$ cat src/hw/hc_settings.svh
`ifndef HC_SETTINGS_SVH
`define HC_SETTINGS_SVH

// Width of one host channel line
`define HC_DATA_W 64

// Entries in each line FIFO, power of two
`define HC_FIFO_DEPTH 8

// Width of the source mode line counter
`define HC_COUNT_W 31

// APB byte offsets of the register block
`define HC_REG_CTRL   32'h0000_0000
`define HC_REG_TEST   32'h0000_0004
`define HC_REG_STATUS 32'h0000_0008

`endif

$ cat src/hw/hc_pkg.sv
`include "hc_settings.svh"

package hc_pkg;

    // One line on the host channel
    typedef logic [`HC_DATA_W-1:0] t_hc_line;

    // Number of lines sent in source mode
    typedef logic [`HC_COUNT_W-1:0] t_hc_count;

    // Test node mode, also the encoding of a test request
    typedef enum logic [1:0]
    {
        NORMAL,
        SINK,
        SOURCE,
        LOOPBACK
    } t_hc_mode;

    // Test request, a mode of NORMAL means no request
    typedef struct packed
    {
        t_hc_mode  mode;
        t_hc_count count;
    } t_hc_test_req;

    // Register state seen by the test node
    typedef struct packed
    {
        logic         client_en;
        t_hc_test_req test_req;
    } t_hc_csr;

    // Debug word, sampled by the test node one cycle late
    typedef struct packed
    {
        logic     rx_rdy;
        logic     rx_enable;
        logic     tx_rdy;
        logic     tx_enable;
        t_hc_mode mode;
    } t_hc_dbg;

endpackage

$ cat src/hw/hc_csr_apb.sv
`timescale 1ns/1ps

`include "hc_settings.svh"

module hc_csr_apb
(
    input  logic           clk,
    input  logic           reset_n,

    // APB slave
    input  logic [31:0]    paddr,
    input  logic           psel,
    input  logic           penable,
    input  logic           pwrite,
    input  logic [31:0]    pwdata,
    output logic [31:0]    prdata,
    output logic           pready,

    // Debug word from the test node
    input  hc_pkg::t_hc_dbg dbg,

    // Register state to the test node
    output hc_pkg::t_hc_csr csr
);

    import hc_pkg::*;

    // Access phase of a transfer
    logic access;
    logic wr_access;

    // Per-register write strobes
    logic wr_ctrl;
    logic wr_test;

    // No wait states
    assign pready = 1'b1;

    assign access    = psel && penable;
    assign wr_access = access && pwrite;

    assign wr_ctrl = wr_access && (paddr == `HC_REG_CTRL);
    assign wr_test = wr_access && (paddr == `HC_REG_TEST);

    // CTRL register, only client_en lives here
    always_ff @(posedge clk)
    begin
        if (!reset_n)
        begin
            csr.client_en <= 1'b0;
        end
        else if (wr_ctrl)
        begin
            csr.client_en <= pwdata[0];
        end
    end

    // TEST register
    // A write becomes a request held for one cycle only
    always_ff @(posedge clk)
    begin
        if (!reset_n)
        begin
            csr.test_req <= '0;
        end
        else if (wr_test)
        begin
            csr.test_req.mode <= t_hc_mode'(pwdata[1:0]);
            // Top count bit sits above the 32-bit bus and is always zero
            csr.test_req.count <= t_hc_count'(pwdata[31:2]);
        end
        else
        begin
            // Count is kept, only the request is dropped
            csr.test_req.mode <= NORMAL;
        end
    end

    // Read mux, valid during the access phase
    always_comb
    begin
        prdata = '0;
        if (access && !pwrite)
        begin
            case (paddr)
                `HC_REG_CTRL:
                begin
                    prdata[0] = csr.client_en;
                end
                `HC_REG_STATUS:
                begin
                    prdata = 32'(dbg);
                end
                default:
                begin
                    // TEST is write only, unmapped offsets read zero
                    prdata = '0;
                end
            endcase
        end
    end

endmodule

$ cat src/hw/hc_line_fifo.sv
`timescale 1ns/1ps

`include "hc_settings.svh"

module hc_line_fifo
#(
    parameter int DEPTH = `HC_FIFO_DEPTH
)
(
    input  logic             clk,
    input  logic             reset_n,

    // Write side
    input  logic             wr_en,
    input  hc_pkg::t_hc_line wr_data,
    output logic             full,

    // Read side, first word falls through
    input  logic             rd_en,
    output hc_pkg::t_hc_line rd_data,
    output logic             empty
);

    import hc_pkg::*;

    // Pointer and occupancy widths, pointer at least one bit
    localparam int AW = (DEPTH > 1) ? $clog2(DEPTH) : 1;
    localparam int CW = $clog2(DEPTH + 1);

    t_hc_line mem [DEPTH];

    logic [AW-1:0] wr_ptr;
    logic [AW-1:0] rd_ptr;
    logic [CW-1:0] count;

    // Guarded transfers, a push when full or a pop when empty is ignored
    logic push;
    logic pop;

    assign push = wr_en && !full;
    assign pop  = rd_en && !empty;

    assign full  = (count == CW'(DEPTH));
    assign empty = (count == '0);

    // Head of the queue drives the output directly
    assign rd_data = mem[rd_ptr];

    // Storage
    always_ff @(posedge clk)
    begin
        if (push)
        begin
            mem[wr_ptr] <= wr_data;
        end
    end

    // Pointers wrap explicitly so any depth works
    always_ff @(posedge clk)
    begin
        if (!reset_n)
        begin
            wr_ptr <= '0;
            rd_ptr <= '0;
            count  <= '0;
        end
        else
        begin
            if (push)
            begin
                wr_ptr <= (wr_ptr == AW'(DEPTH - 1)) ? '0 : wr_ptr + 1'b1;
            end
            if (pop)
            begin
                rd_ptr <= (rd_ptr == AW'(DEPTH - 1)) ? '0 : rd_ptr + 1'b1;
            end
            // Simultaneous push and pop leaves the count alone
            if (push && !pop)
            begin
                count <= count + 1'b1;
            end
            else if (pop && !push)
            begin
                count <= count - 1'b1;
            end
        end
    end

endmodule

$ cat src/hw/hc_tester.sv
`timescale 1ns/1ps

module hc_tester
(
    input  logic             clk,
    input  logic             reset_n,

    input  hc_pkg::t_hc_csr  csr,

    // Client side of the to-client path
    output hc_pkg::t_hc_line rx_fifo_data,
    output logic             rx_fifo_rdy,
    input  logic             rx_fifo_enable,

    // Client side of the from-client path
    input  hc_pkg::t_hc_line tx_fifo_data,
    output logic             tx_fifo_rdy,
    input  logic             tx_fifo_enable,

    // Receive FIFO head
    input  hc_pkg::t_hc_line rx_data,
    input  logic             rx_rdy,
    output logic             rx_enable,

    // Transmit FIFO tail
    output hc_pkg::t_hc_line tx_data,
    input  logic             tx_rdy,
    output logic             tx_enable,

    output hc_pkg::t_hc_dbg  dbg
);

    import hc_pkg::*;

    t_hc_mode  mode;
    t_hc_count source_count;

    // Test in progress completes this cycle
    logic test_done;

    // Routing, purely combinational
    always_comb
    begin
        test_done = 1'b0;

        // Data paths default to passthrough
        rx_fifo_data = rx_data;
        tx_data      = tx_fifo_data;

        case (mode)
            SINK:
            begin
                // Client locked out in both directions
                rx_fifo_rdy = 1'b0;
                tx_fifo_rdy = 1'b0;
                // Consume only while the end marker could still be sent
                rx_enable = rx_rdy && tx_rdy;
                test_done = rx_enable && rx_data[0];
                // The terminating line itself goes back as the end marker
                tx_data   = rx_data;
                tx_enable = test_done;
            end
            SOURCE:
            begin
                rx_fifo_rdy = 1'b0;
                tx_fifo_rdy = 1'b0;
                // Incoming host lines are drained and dropped
                rx_enable = rx_rdy;
                // Count in the low word, bit 0 flags the last line
                tx_data       = '0;
                tx_data[31:0] = {source_count, (source_count == t_hc_count'(1))};
                tx_enable     = tx_rdy;
                test_done     = tx_rdy && (source_count == t_hc_count'(1));
            end
            LOOPBACK:
            begin
                rx_fifo_rdy = 1'b0;
                tx_fifo_rdy = 1'b0;
                // Pop only when the line can be pushed straight back
                rx_enable = rx_rdy && tx_rdy;
                tx_data   = rx_data;      // whole line, not just the low word
                tx_enable = rx_enable;
                test_done = rx_enable && rx_data[0];
            end
            default:
            begin
                // Normal, client talks to the FIFOs
                rx_fifo_rdy = rx_rdy;
                rx_enable   = rx_fifo_enable && rx_rdy;
                tx_fifo_rdy = tx_rdy && csr.client_en;
                tx_enable   = tx_fifo_enable && tx_fifo_rdy;
            end
        endcase
    end

    // Source counter
    // Loads while idle so the first push already sees the requested count
    always_ff @(posedge clk)
    begin
        if (mode != SOURCE)
        begin
            source_count <= csr.test_req.count;
        end
        else if (tx_rdy)
        begin
            source_count <= source_count - 1'b1;
        end
    end

    // Mode register
    always_ff @(posedge clk)
    begin
        if (!reset_n)
        begin
            mode <= NORMAL;
        end
        else if (csr.test_req.mode != NORMAL)
        begin
            // A new request overrides any running test
            mode <= csr.test_req.mode;
        end
        else if (test_done)
        begin
            mode <= NORMAL;
        end
    end

    // Debug snapshot, one cycle behind the routing
    always_ff @(posedge clk)
    begin
        if (!reset_n)
        begin
            dbg <= '0;
        end
        else
        begin
            dbg.rx_rdy    <= rx_rdy;
            dbg.rx_enable <= rx_enable;
            dbg.tx_rdy    <= tx_rdy;
            dbg.tx_enable <= tx_enable;
            dbg.mode      <= mode;
        end
    end

endmodule

$ cat src/hw/hc_subsystem_top.sv
`timescale 1ns/1ps

`include "hc_settings.svh"

module hc_subsystem_top
(
    input  logic             clk,
    input  logic             reset_n,

    // APB
    input  logic [31:0]      paddr,
    input  logic             psel,
    input  logic             penable,
    input  logic             pwrite,
    input  logic [31:0]      pwdata,
    output logic [31:0]      prdata,
    output logic             pready,

    // Host to device stream
    input  hc_pkg::t_hc_line host_in_data,
    input  logic             host_in_valid,
    output logic             host_in_ready,

    // Device to host stream
    output hc_pkg::t_hc_line host_out_data,
    output logic             host_out_valid,
    input  logic             host_out_ready,

    // Client ports
    output hc_pkg::t_hc_line rx_fifo_data,
    output logic             rx_fifo_rdy,
    input  logic             rx_fifo_enable,
    input  hc_pkg::t_hc_line tx_fifo_data,
    output logic             tx_fifo_rdy,
    input  logic             tx_fifo_enable
);

    import hc_pkg::*;

    t_hc_csr  csr;
    t_hc_dbg  dbg;

    // Receive FIFO read side
    t_hc_line rx_data;
    logic     rx_empty;
    logic     rx_full;
    logic     rx_rdy;
    logic     rx_enable;

    // Transmit FIFO write side
    t_hc_line tx_data;
    logic     tx_empty;
    logic     tx_full;
    logic     tx_rdy;
    logic     tx_enable;

    // FIFO flags become stream handshakes
    assign host_in_ready  = !rx_full;
    assign rx_rdy         = !rx_empty;
    assign tx_rdy         = !tx_full;
    assign host_out_valid = !tx_empty;

    hc_csr_apb hc_csr_apb_i (
        .clk     (clk),
        .reset_n (reset_n),
        .paddr   (paddr),
        .psel    (psel),
        .penable (penable),
        .pwrite  (pwrite),
        .pwdata  (pwdata),
        .prdata  (prdata),
        .pready  (pready),
        .dbg     (dbg),
        .csr     (csr)
    );

    // Host lines toward the client
    hc_line_fifo #(.DEPTH(`HC_FIFO_DEPTH)) rx_fifo_i (
        .clk     (clk),
        .reset_n (reset_n),
        .wr_en   (host_in_valid),
        .wr_data (host_in_data),
        .full    (rx_full),
        .rd_en   (rx_enable),
        .rd_data (rx_data),
        .empty   (rx_empty)
    );

    // Lines toward the host
    hc_line_fifo #(.DEPTH(`HC_FIFO_DEPTH)) tx_fifo_i (
        .clk     (clk),
        .reset_n (reset_n),
        .wr_en   (tx_enable),
        .wr_data (tx_data),
        .full    (tx_full),
        .rd_en   (host_out_ready),
        .rd_data (host_out_data),
        .empty   (tx_empty)
    );

    hc_tester hc_tester_i (
        .clk            (clk),
        .reset_n        (reset_n),
        .csr            (csr),
        .rx_fifo_data   (rx_fifo_data),
        .rx_fifo_rdy    (rx_fifo_rdy),
        .rx_fifo_enable (rx_fifo_enable),
        .tx_fifo_data   (tx_fifo_data),
        .tx_fifo_rdy    (tx_fifo_rdy),
        .tx_fifo_enable (tx_fifo_enable),
        .rx_data        (rx_data),
        .rx_rdy         (rx_rdy),
        .rx_enable      (rx_enable),
        .tx_data        (tx_data),
        .tx_rdy         (tx_rdy),
        .tx_enable      (tx_enable),
        .dbg            (dbg)
    );

endmodule

$ cat config.mk
export PLATFORM = sky130hd
export DESIGN_NAME = hc_subsystem_top
export DESIGN_NICKNAME = d
export VERILOG_FILES = /design/src/hw/hc_pkg.sv /design/src/hw/hc_csr_apb.sv /design/src/hw/hc_line_fifo.sv /design/src/hw/hc_tester.sv /design/src/hw/hc_subsystem_top.sv
export VERILOG_INCLUDE_DIRS = /design/src /design/src/hw
export SDC_FILE = /design/constraint.sdc
export NUM_CORES = 1
export LEC_CHECK = 0
export BUFFER_PORTS_ARGS = -buffer_cell sky130_fd_sc_hd__buf_4
export CAP_MARGIN = 20
export CORE_MARGIN = 2
export CORE_UTILIZATION = 30
export DETAILED_ROUTE_END_ITERATION = 12
export GPL_TIMING_DRIVEN = 1
export SKIP_CTS_REPAIR_TIMING = 1
export SLEW_MARGIN = 20
export SYNTH_ARGS = -nofsm -noshare
export SYNTH_HDL_FRONTEND = slang
export SYNTH_SLANG_ARGS = --single-unit
$ cat constraint.sdc
create_clock -name clk -period 9.3 [get_ports clk]
set_input_delay 1.86 -clock clk [delete_from_list [all_inputs] [get_ports clk]]
set_output_delay 1.86 -clock clk [all_outputs]
set_load 0.01 [all_outputs]
; ---- Yosys cells after proc, flatten, opt, wreduce, memory -nomap -nowiden
; Memories as Yosys holds them, arrays and structs flattened. A register that Yosys moved wholly into a read port is not among the register bits.
; Index checks and enable logic that the tools add are counted.
[totals]
word_cells = 109
memories = 2
inputBits = 201
ram_bits = 1024
out_inout_bits = 165
register_bits = 92
[classes]
reduce_logical = 38
n_eq_ne = 14
n_mux = 29
n_addsub = 9
[memory_table]
columns = memory, words, width, read_ports, rd_clocked_by_memory_dff, wr, line_no
row1 = rx_fifo_i.mem, 8, 64, 1, 1, 1, hc_line_fifo.sv:30  ; t_hc_line mem [DEPTH];
row2 = tx_fifo_i.mem, 8, 64, 1, 1, 1, hc_line_fifo.sv:30
[op_table]
columns = operator, n
row1 = 64-bit one-hot mux with 2 select lines, 1
row2 = 32-bit by 3-bit equality test with 1-bit output (second input constant), 1
row3 = 32-bit by 4-bit equality test with 1-bit output (second input constant), 1
row4 = 32-bit zero test, 1
row5 = 32-bit two-way mux, 1
row6 = 31-bit by 1-bit equality test with 1-bit output (second input constant), 1
row7 = 31-bit two-way mux, 1
row8 = 31-bit by 1-bit subtractor with 31-bit output (second input constant), 1
row9 = 30-bit two-way mux, 1
row10 = 3-bit two-way mux, 8
row11 = 1-bit logical AND, 19
row12 = 4-bit two-way mux, 4
row13 = 3-bit by 1-bit adder with 3-bit output (second input constant), 4
row14 = 3-bit equality test (second input constant), 4
row15 = 1-bit zero test, 9
row16 = 4-bit by 1-bit adder with 4-bit output (second input constant), 2
row17 = 4-bit equality test (second input constant), 2
row18 = 4-bit zero test, 2
row19 = 2-bit nonzero test, 4
row20 = 4-bit by 1-bit subtractor with 4-bit output (second input constant), 2
row21 = 1-bit two-way mux, 6
row22 = 1-bit one-hot mux with 2 select lines, 3
row23 = 5-bit two-way mux, 1
row24 = 2-bit equality test (second input constant), 2
row25 = other kinds (8), 9

; ---- Longest topological paths before layout
[depth]
depth_word = 10
ltp_mapped = 16
ltp_nobuf = 13

; ---- Hierarchy
; A second synthesis with hierarchy kept.
[hier_totals]
hier_cells = 2282
hier_area_um2 = 45294.7
[by_module_without_submodules]
columns = mod, cells_each, seq_area_each_um2, area_each_um2, n_inst
row1 = hc_line_fifo, 815, 15635.0, 19912.8, 2
row2 = hc_tester, 454, 1091.0, 3708.6, 1
row3 = hc_csr_apb, 194, 660.6, 1745.4, 1
row4 = hc_subsystem_top, 4, 0.0, 15.0, 1

; ---- Worst setup path before layout
; No wires, ideal clock.
[synth_timing]
path_kind = input -> register
start = input tx_fifo_enable
end = memory tx_fifo_i.mem[1][0] (netlist name), enable pin
setup_time_ps = 667
stages = 4
path_slack_ps = -162
required_ps = 8633
t_arrival_ps = 8795
n_path_buf = 1
cell_sequence = a22o_1 a31oi_4 buf_6 nor4b_1
[synth_via]
elab_chain_len = 5
[synth_lines]
columns = element, line_no
row1 = start: declaration, hc_subsystem_top.sv:35  ; input logic tx_fifo_enable
row2 = 1-bit logical AND, hc_tester.sv:91  ; tx_enable = tx_fifo_enable && tx_fifo_rdy;
row3 = 1-bit one-hot mux with 3 select lines, hc_tester.sv:50  ; case (mode)
row4 = 1-bit logical AND, hc_line_fifo.sv:40  ; assign push = wr_en && !full;
row5 = 1-bit two-way mux, hc_line_fifo.sv:52  ; if (push)
row6 = 1-bit two-way mux (implied by the code), hc_line_fifo.sv:54  ; mem[wr_ptr] <= wr_data;
row7 = end: declaration, hc_line_fifo.sv:30
; Every way passes these cells.

==> key figures <==
Status
  – Status: completed

Clock network
  – Clock buffer count from CTS: between 100 and 150
  – Root Buffer Master: clkbuf_16
  – Clk buf depth: 3
  – Clk sinks: approximately 1,100
  – H-tree levels: 3
  – Worst-path clk slew: approximately 0.060 ns
  – Worst skew pair latency: between 0.7 and 0.8 ns
  – TritonCTS clock tree: built

Floorplan
  – Die width: 389.2 µm
  – Core Area: between 0.1 and 0.15 mm²
  – Initial Util: 0.3019
  – Die ar.: 0.1515 mm²
  – # IOs: around 370
  – FP Rows: 141
  – Die height: roughly 390 µm

Layout
  – Synthesis-to-finish area growth: 19.40%
  – Ratio of cells with drive above 1 in the final layout: 0.3705
  – # fillers: around 14,000
  – Design area: ~0.053 mm²
  – Final-stage net count: 2,760

Critical path
  – Max incr delay on CP: approximately 0.9 ns
  – Critical Path RT: between 7 and 8 ns
  – Worst EP arrival: ~3.6 ns
  – CP most frequent cell: buf_4
  – Worst Path Buf+Inv: 2
  – Worst path depth: 4
  – Worst path cell trace: buf_4 > mux4_2 > mux2_2 > buf_4
  – FF-to-FF path depth: 14
  – Critical-path top delay cell: dfxtp_4
  – Critical Path Fanout Max: 43
  – R2R Setup Slk: roughly 4.7 ns
  – Critical path type: reg -> out
  – Top cell family by delay on the critical path: multiplexers
  – Crit path to: rx_fifo_data[32]
  – Reg2reg end: tx_fifo_i.count[3]
  – Setup crit start kind: flip-flop
  – Crit path capture type: output pin

Timing
  – Final Max Slew Viols: 0
  – Post-route clock period utilization: 0.5844
  – Slew HR: 0.3263
  – Final hold slack: between 0.4 and 0.5 ns
  – Hold Fails Final Rpt: 0
  – Max Freq: roughly 0.18 GHz
  – Tightest Pin Transition: roughly 1 ns
  – Min Tclk post-route: ~5.4 ns
  – RSZ-0062 raised after global routing: false
  – Clock skew: between 0.06 and 0.07 ns
  – Final setup margin: a little under 4 ns
  – Final setup TNS: 0 ns
  – Endpoints failing setup: 0

Placed design
  – Port bufs: 338
  – Dpl cell area: ~0.05 mm²
  – Pre-CTS setup slack: ~4.0 ns
  – Dpl hpwl: between 70 and 80 mm
  – Gpl congestion: 0.7716

Logic synthesis
  – Synth Warn #: 0
  – Mapped Cells: around 2,200
  – Syn_area_per_cell: between 20 and 25 µm²
  – Synth unique cells: 59
  – Mapped Area: around 0.045 mm²
  – EDFF count, synth: approximately 1,100
  – Sequential element share of the synthesized area: 0.7417
  – Top FF cell, synth: edfxtp_1
  – Flops & latches, synth: 1,122
  – Post-synth ARST share: 0

Detailed routing
  – Vias: about 22,000
  – Initial DRC count: about 1,800
  – Final antenna-violating net count: 0
  – Final wirelength: about 110 mm
  – Drt pass-1 iters: 5
  – Number of remaining DRC errors: 0
  – Met2 routed WL: around 54 mm
  – Met3 wire len: 7.146 mm
  – Met1 WL: about 50 mm
  – Top metal layer carrying routed signals: met5
  – WL per Instance: 24.89 µm
  – Vias/cell: ~4.7

Global routing
  – Vias in the first global route: approximately 22,000
  – All-Layer GR Usage: 0.1477
  – Initial antenna violation count: 18
  – Largest net degree at the start of global routing: between 60 and 70
  – Grt ovf: 0
  – Global-route wire length before repair: roughly 160 mm

Run
  – Max Cap Viol: 0

Min path
  – Hold Path Class: reg -> reg

Pwr
  – Maximum vdd drop: 0.1619 mV
  – Overall power: 11,900 µW
  – PwrDens: 223.9 mW/mm²
  – LEAKAGE: roughly 0.017 µW
## Yosys cell counts, types with 13 or more instances
| master | number | share of area |
|---|---|---|
| buf_1 | 14 | 0.0012 |
| dfxtp_1 | 67 | 0.030 |
| clkbuf_1 | 57 | 0.0048 |
| xnor2_1 | 22 | 0.0043 |
| a22o_1 | 33 | 0.0065 |
| mux2i_1 | 72 | 0.016 |
| edfxtp_1 | 1055 | 0.71 |
| o21ai_0 | 57 | 0.0064 |
| buf_2 | 25 | 0.0028 |
| mux4_2 | 254 | 0.13 |
| buf_4 | 34 | 0.0057 |
| ha_1 | 16 | 0.0045 |
| nand2_1 | 92 | 0.0078 |
| nor2_1 | 19 | 0.0016 |
| nor2b_1 | 39 | 0.0055 |
| mux2_2 | 128 | 0.032 |
| and2_1 | 13 | 0.0018 |
| nor3_1 | 18 | 0.0020 |
## flip-flops by register name, indices dropped and copies added (netlist names), named ones only
name,cells
rx_fifo_i.wr_ptr,3
rx_fifo_i.rd_ptr,3
hc_tester_i.source_count,31
rx_fifo_i.mem,512
rx_fifo_i.count,4
tx_fifo_i.rd_ptr,3
tx_fifo_i.count,4
hc_tester_i.dbg,6
tx_fifo_i.wr_ptr,3
hc_csr_apb_i.csr,33
hc_tester_i.mode,2
tx_fifo_i.mem,512
## worst register-to-register path: stages, from the launching register on
cell and delay [ns]:
dfxtp_4 0.84, buf_4 0.68, nor2b_1 0.23, a22oi_1 0.11, and2_1 0.35, a31oi_4 0.65
inv_1 0.25, ha_1 0.28, inv_1 0.13, ha_1 0.24, a21o_1 0.18, a21oi_1 0.17
xnor2_1 0.09, or3_1 0.29, a21boi_0 0.15
## per-layer routing
metal,vias to the layer above,track usage
li1,9559,-
met1,11414,0.2015
met2,536,0.2311
met3,157,0.03484
met4,12,0.05144
met5,-,0
## where the power goes
part / total (µW) / switching (µW) / leakage, µW / internal [µW]
Sequential: 5750 / 98.0 / 0.0102 / 5650
Clock: 4660 / 1960 / 0.00185 / 2710
Combinational: 1490 / 776 / 0.00501 / 715
## cell usage in the layout (no fill, tap or decap), types with 5 or more instances in the layout
master,synthesis,layout
nand3b_1,5,5
or3_1,5,5
dfxtp_1,67,59
nor2_1,19,16
a21oi_1,5,5
nor2b_1,39,39
clkbuf_1,57,23
o21ai_1,5,8
xnor2_1,22,22
clkbuf_16,0,115
clkinv_4,0,5
nor3_2,2,7
xor2_1,10,10
a22o_1,33,33
clkinv_2,0,15
inv_1,7,7
mux4_2,254,254
edfxtp_1,1055,1055
o21ai_0,57,54
bufinv_16,0,15
mux2i_1,72,72
nand2_1,92,92
ha_1,16,16
nor4_1,11,9
conb_1,2,27
a21boi_0,8,8
mux2_2,128,128
diode_2,0,5
nand3_1,9,9
buf_4,34,386
nor3_1,18,12
dfxtp_4,0,7
and2_1,13,13
clkinv_1,0,24
clkinvlp_4,0,6
## stage by stage
| stage | util | std cells |
|---|---|---|
| 2_1_floorplan | - | 2181 |
| 3_3_place_gp | 0.3342 | 4355 |
| 3_5_place_dp | 0.3342 | 4355 |
| 4_1_cts | 0.3604 | 4567 |
| 5_1_grt | 0.3604 | 4572 |
| 6_report | 0.3604 | 4572 |
## kinds of logic after synthesis
kind of cell | synth area share
compound gates | 0.01843
xor+xnor | 0.006295
fa+ha+maj | 0.005396
buf+inv | 0.01815
flops | 0.7417
mux | 0.1770
other cells | 0.0001687
simple gates | 0.03285
## worst min-delay path by stage
| stage | from | endpoint | cells past startpoint | slack (ns) |
|---|---|---|---|---|
| global route | hc_csr_apb_i.csr[32] | hc_tester_i.mode[1] | 2 | 0.47 |
| global placement | hc_csr_apb_i.csr[31] | hc_tester_i.mode[0] | 2 | 0.44 |
| floorplan | hc_csr_apb_i.csr[31] | hc_tester_i.mode[0] | 2 | 0.42 |
| CTS | hc_csr_apb_i.csr[32] | hc_tester_i.mode[1] | 2 | 0.45 |
| detailed placement | hc_csr_apb_i.csr[31] | hc_tester_i.mode[0] | 2 | 0.44 |
| finish | hc_csr_apb_i.csr[31] | hc_tester_i.mode[0] | 2 | 0.45 |
## cell type report
type | instances | area (µm²) | share of cell area
Timing Repair Buffer | 386 | 2898 | 0.05451
Tap cell | 1930 | 2415 | 0.04542
Inverter | 7 | 26.28 | 0.0004943
Clock buffer | 139 | 2978 | 0.05602
Sequential cell | 1122 | 33050 | 0.6217
Antenna cell | 5 | 12.51 | 0.0002354
Clock inverter | 73 | 874.6 | 0.01645
Multi-Input combinational cell | 910 | 10910 | 0.2052
Power figures use the tool's default switching activity.
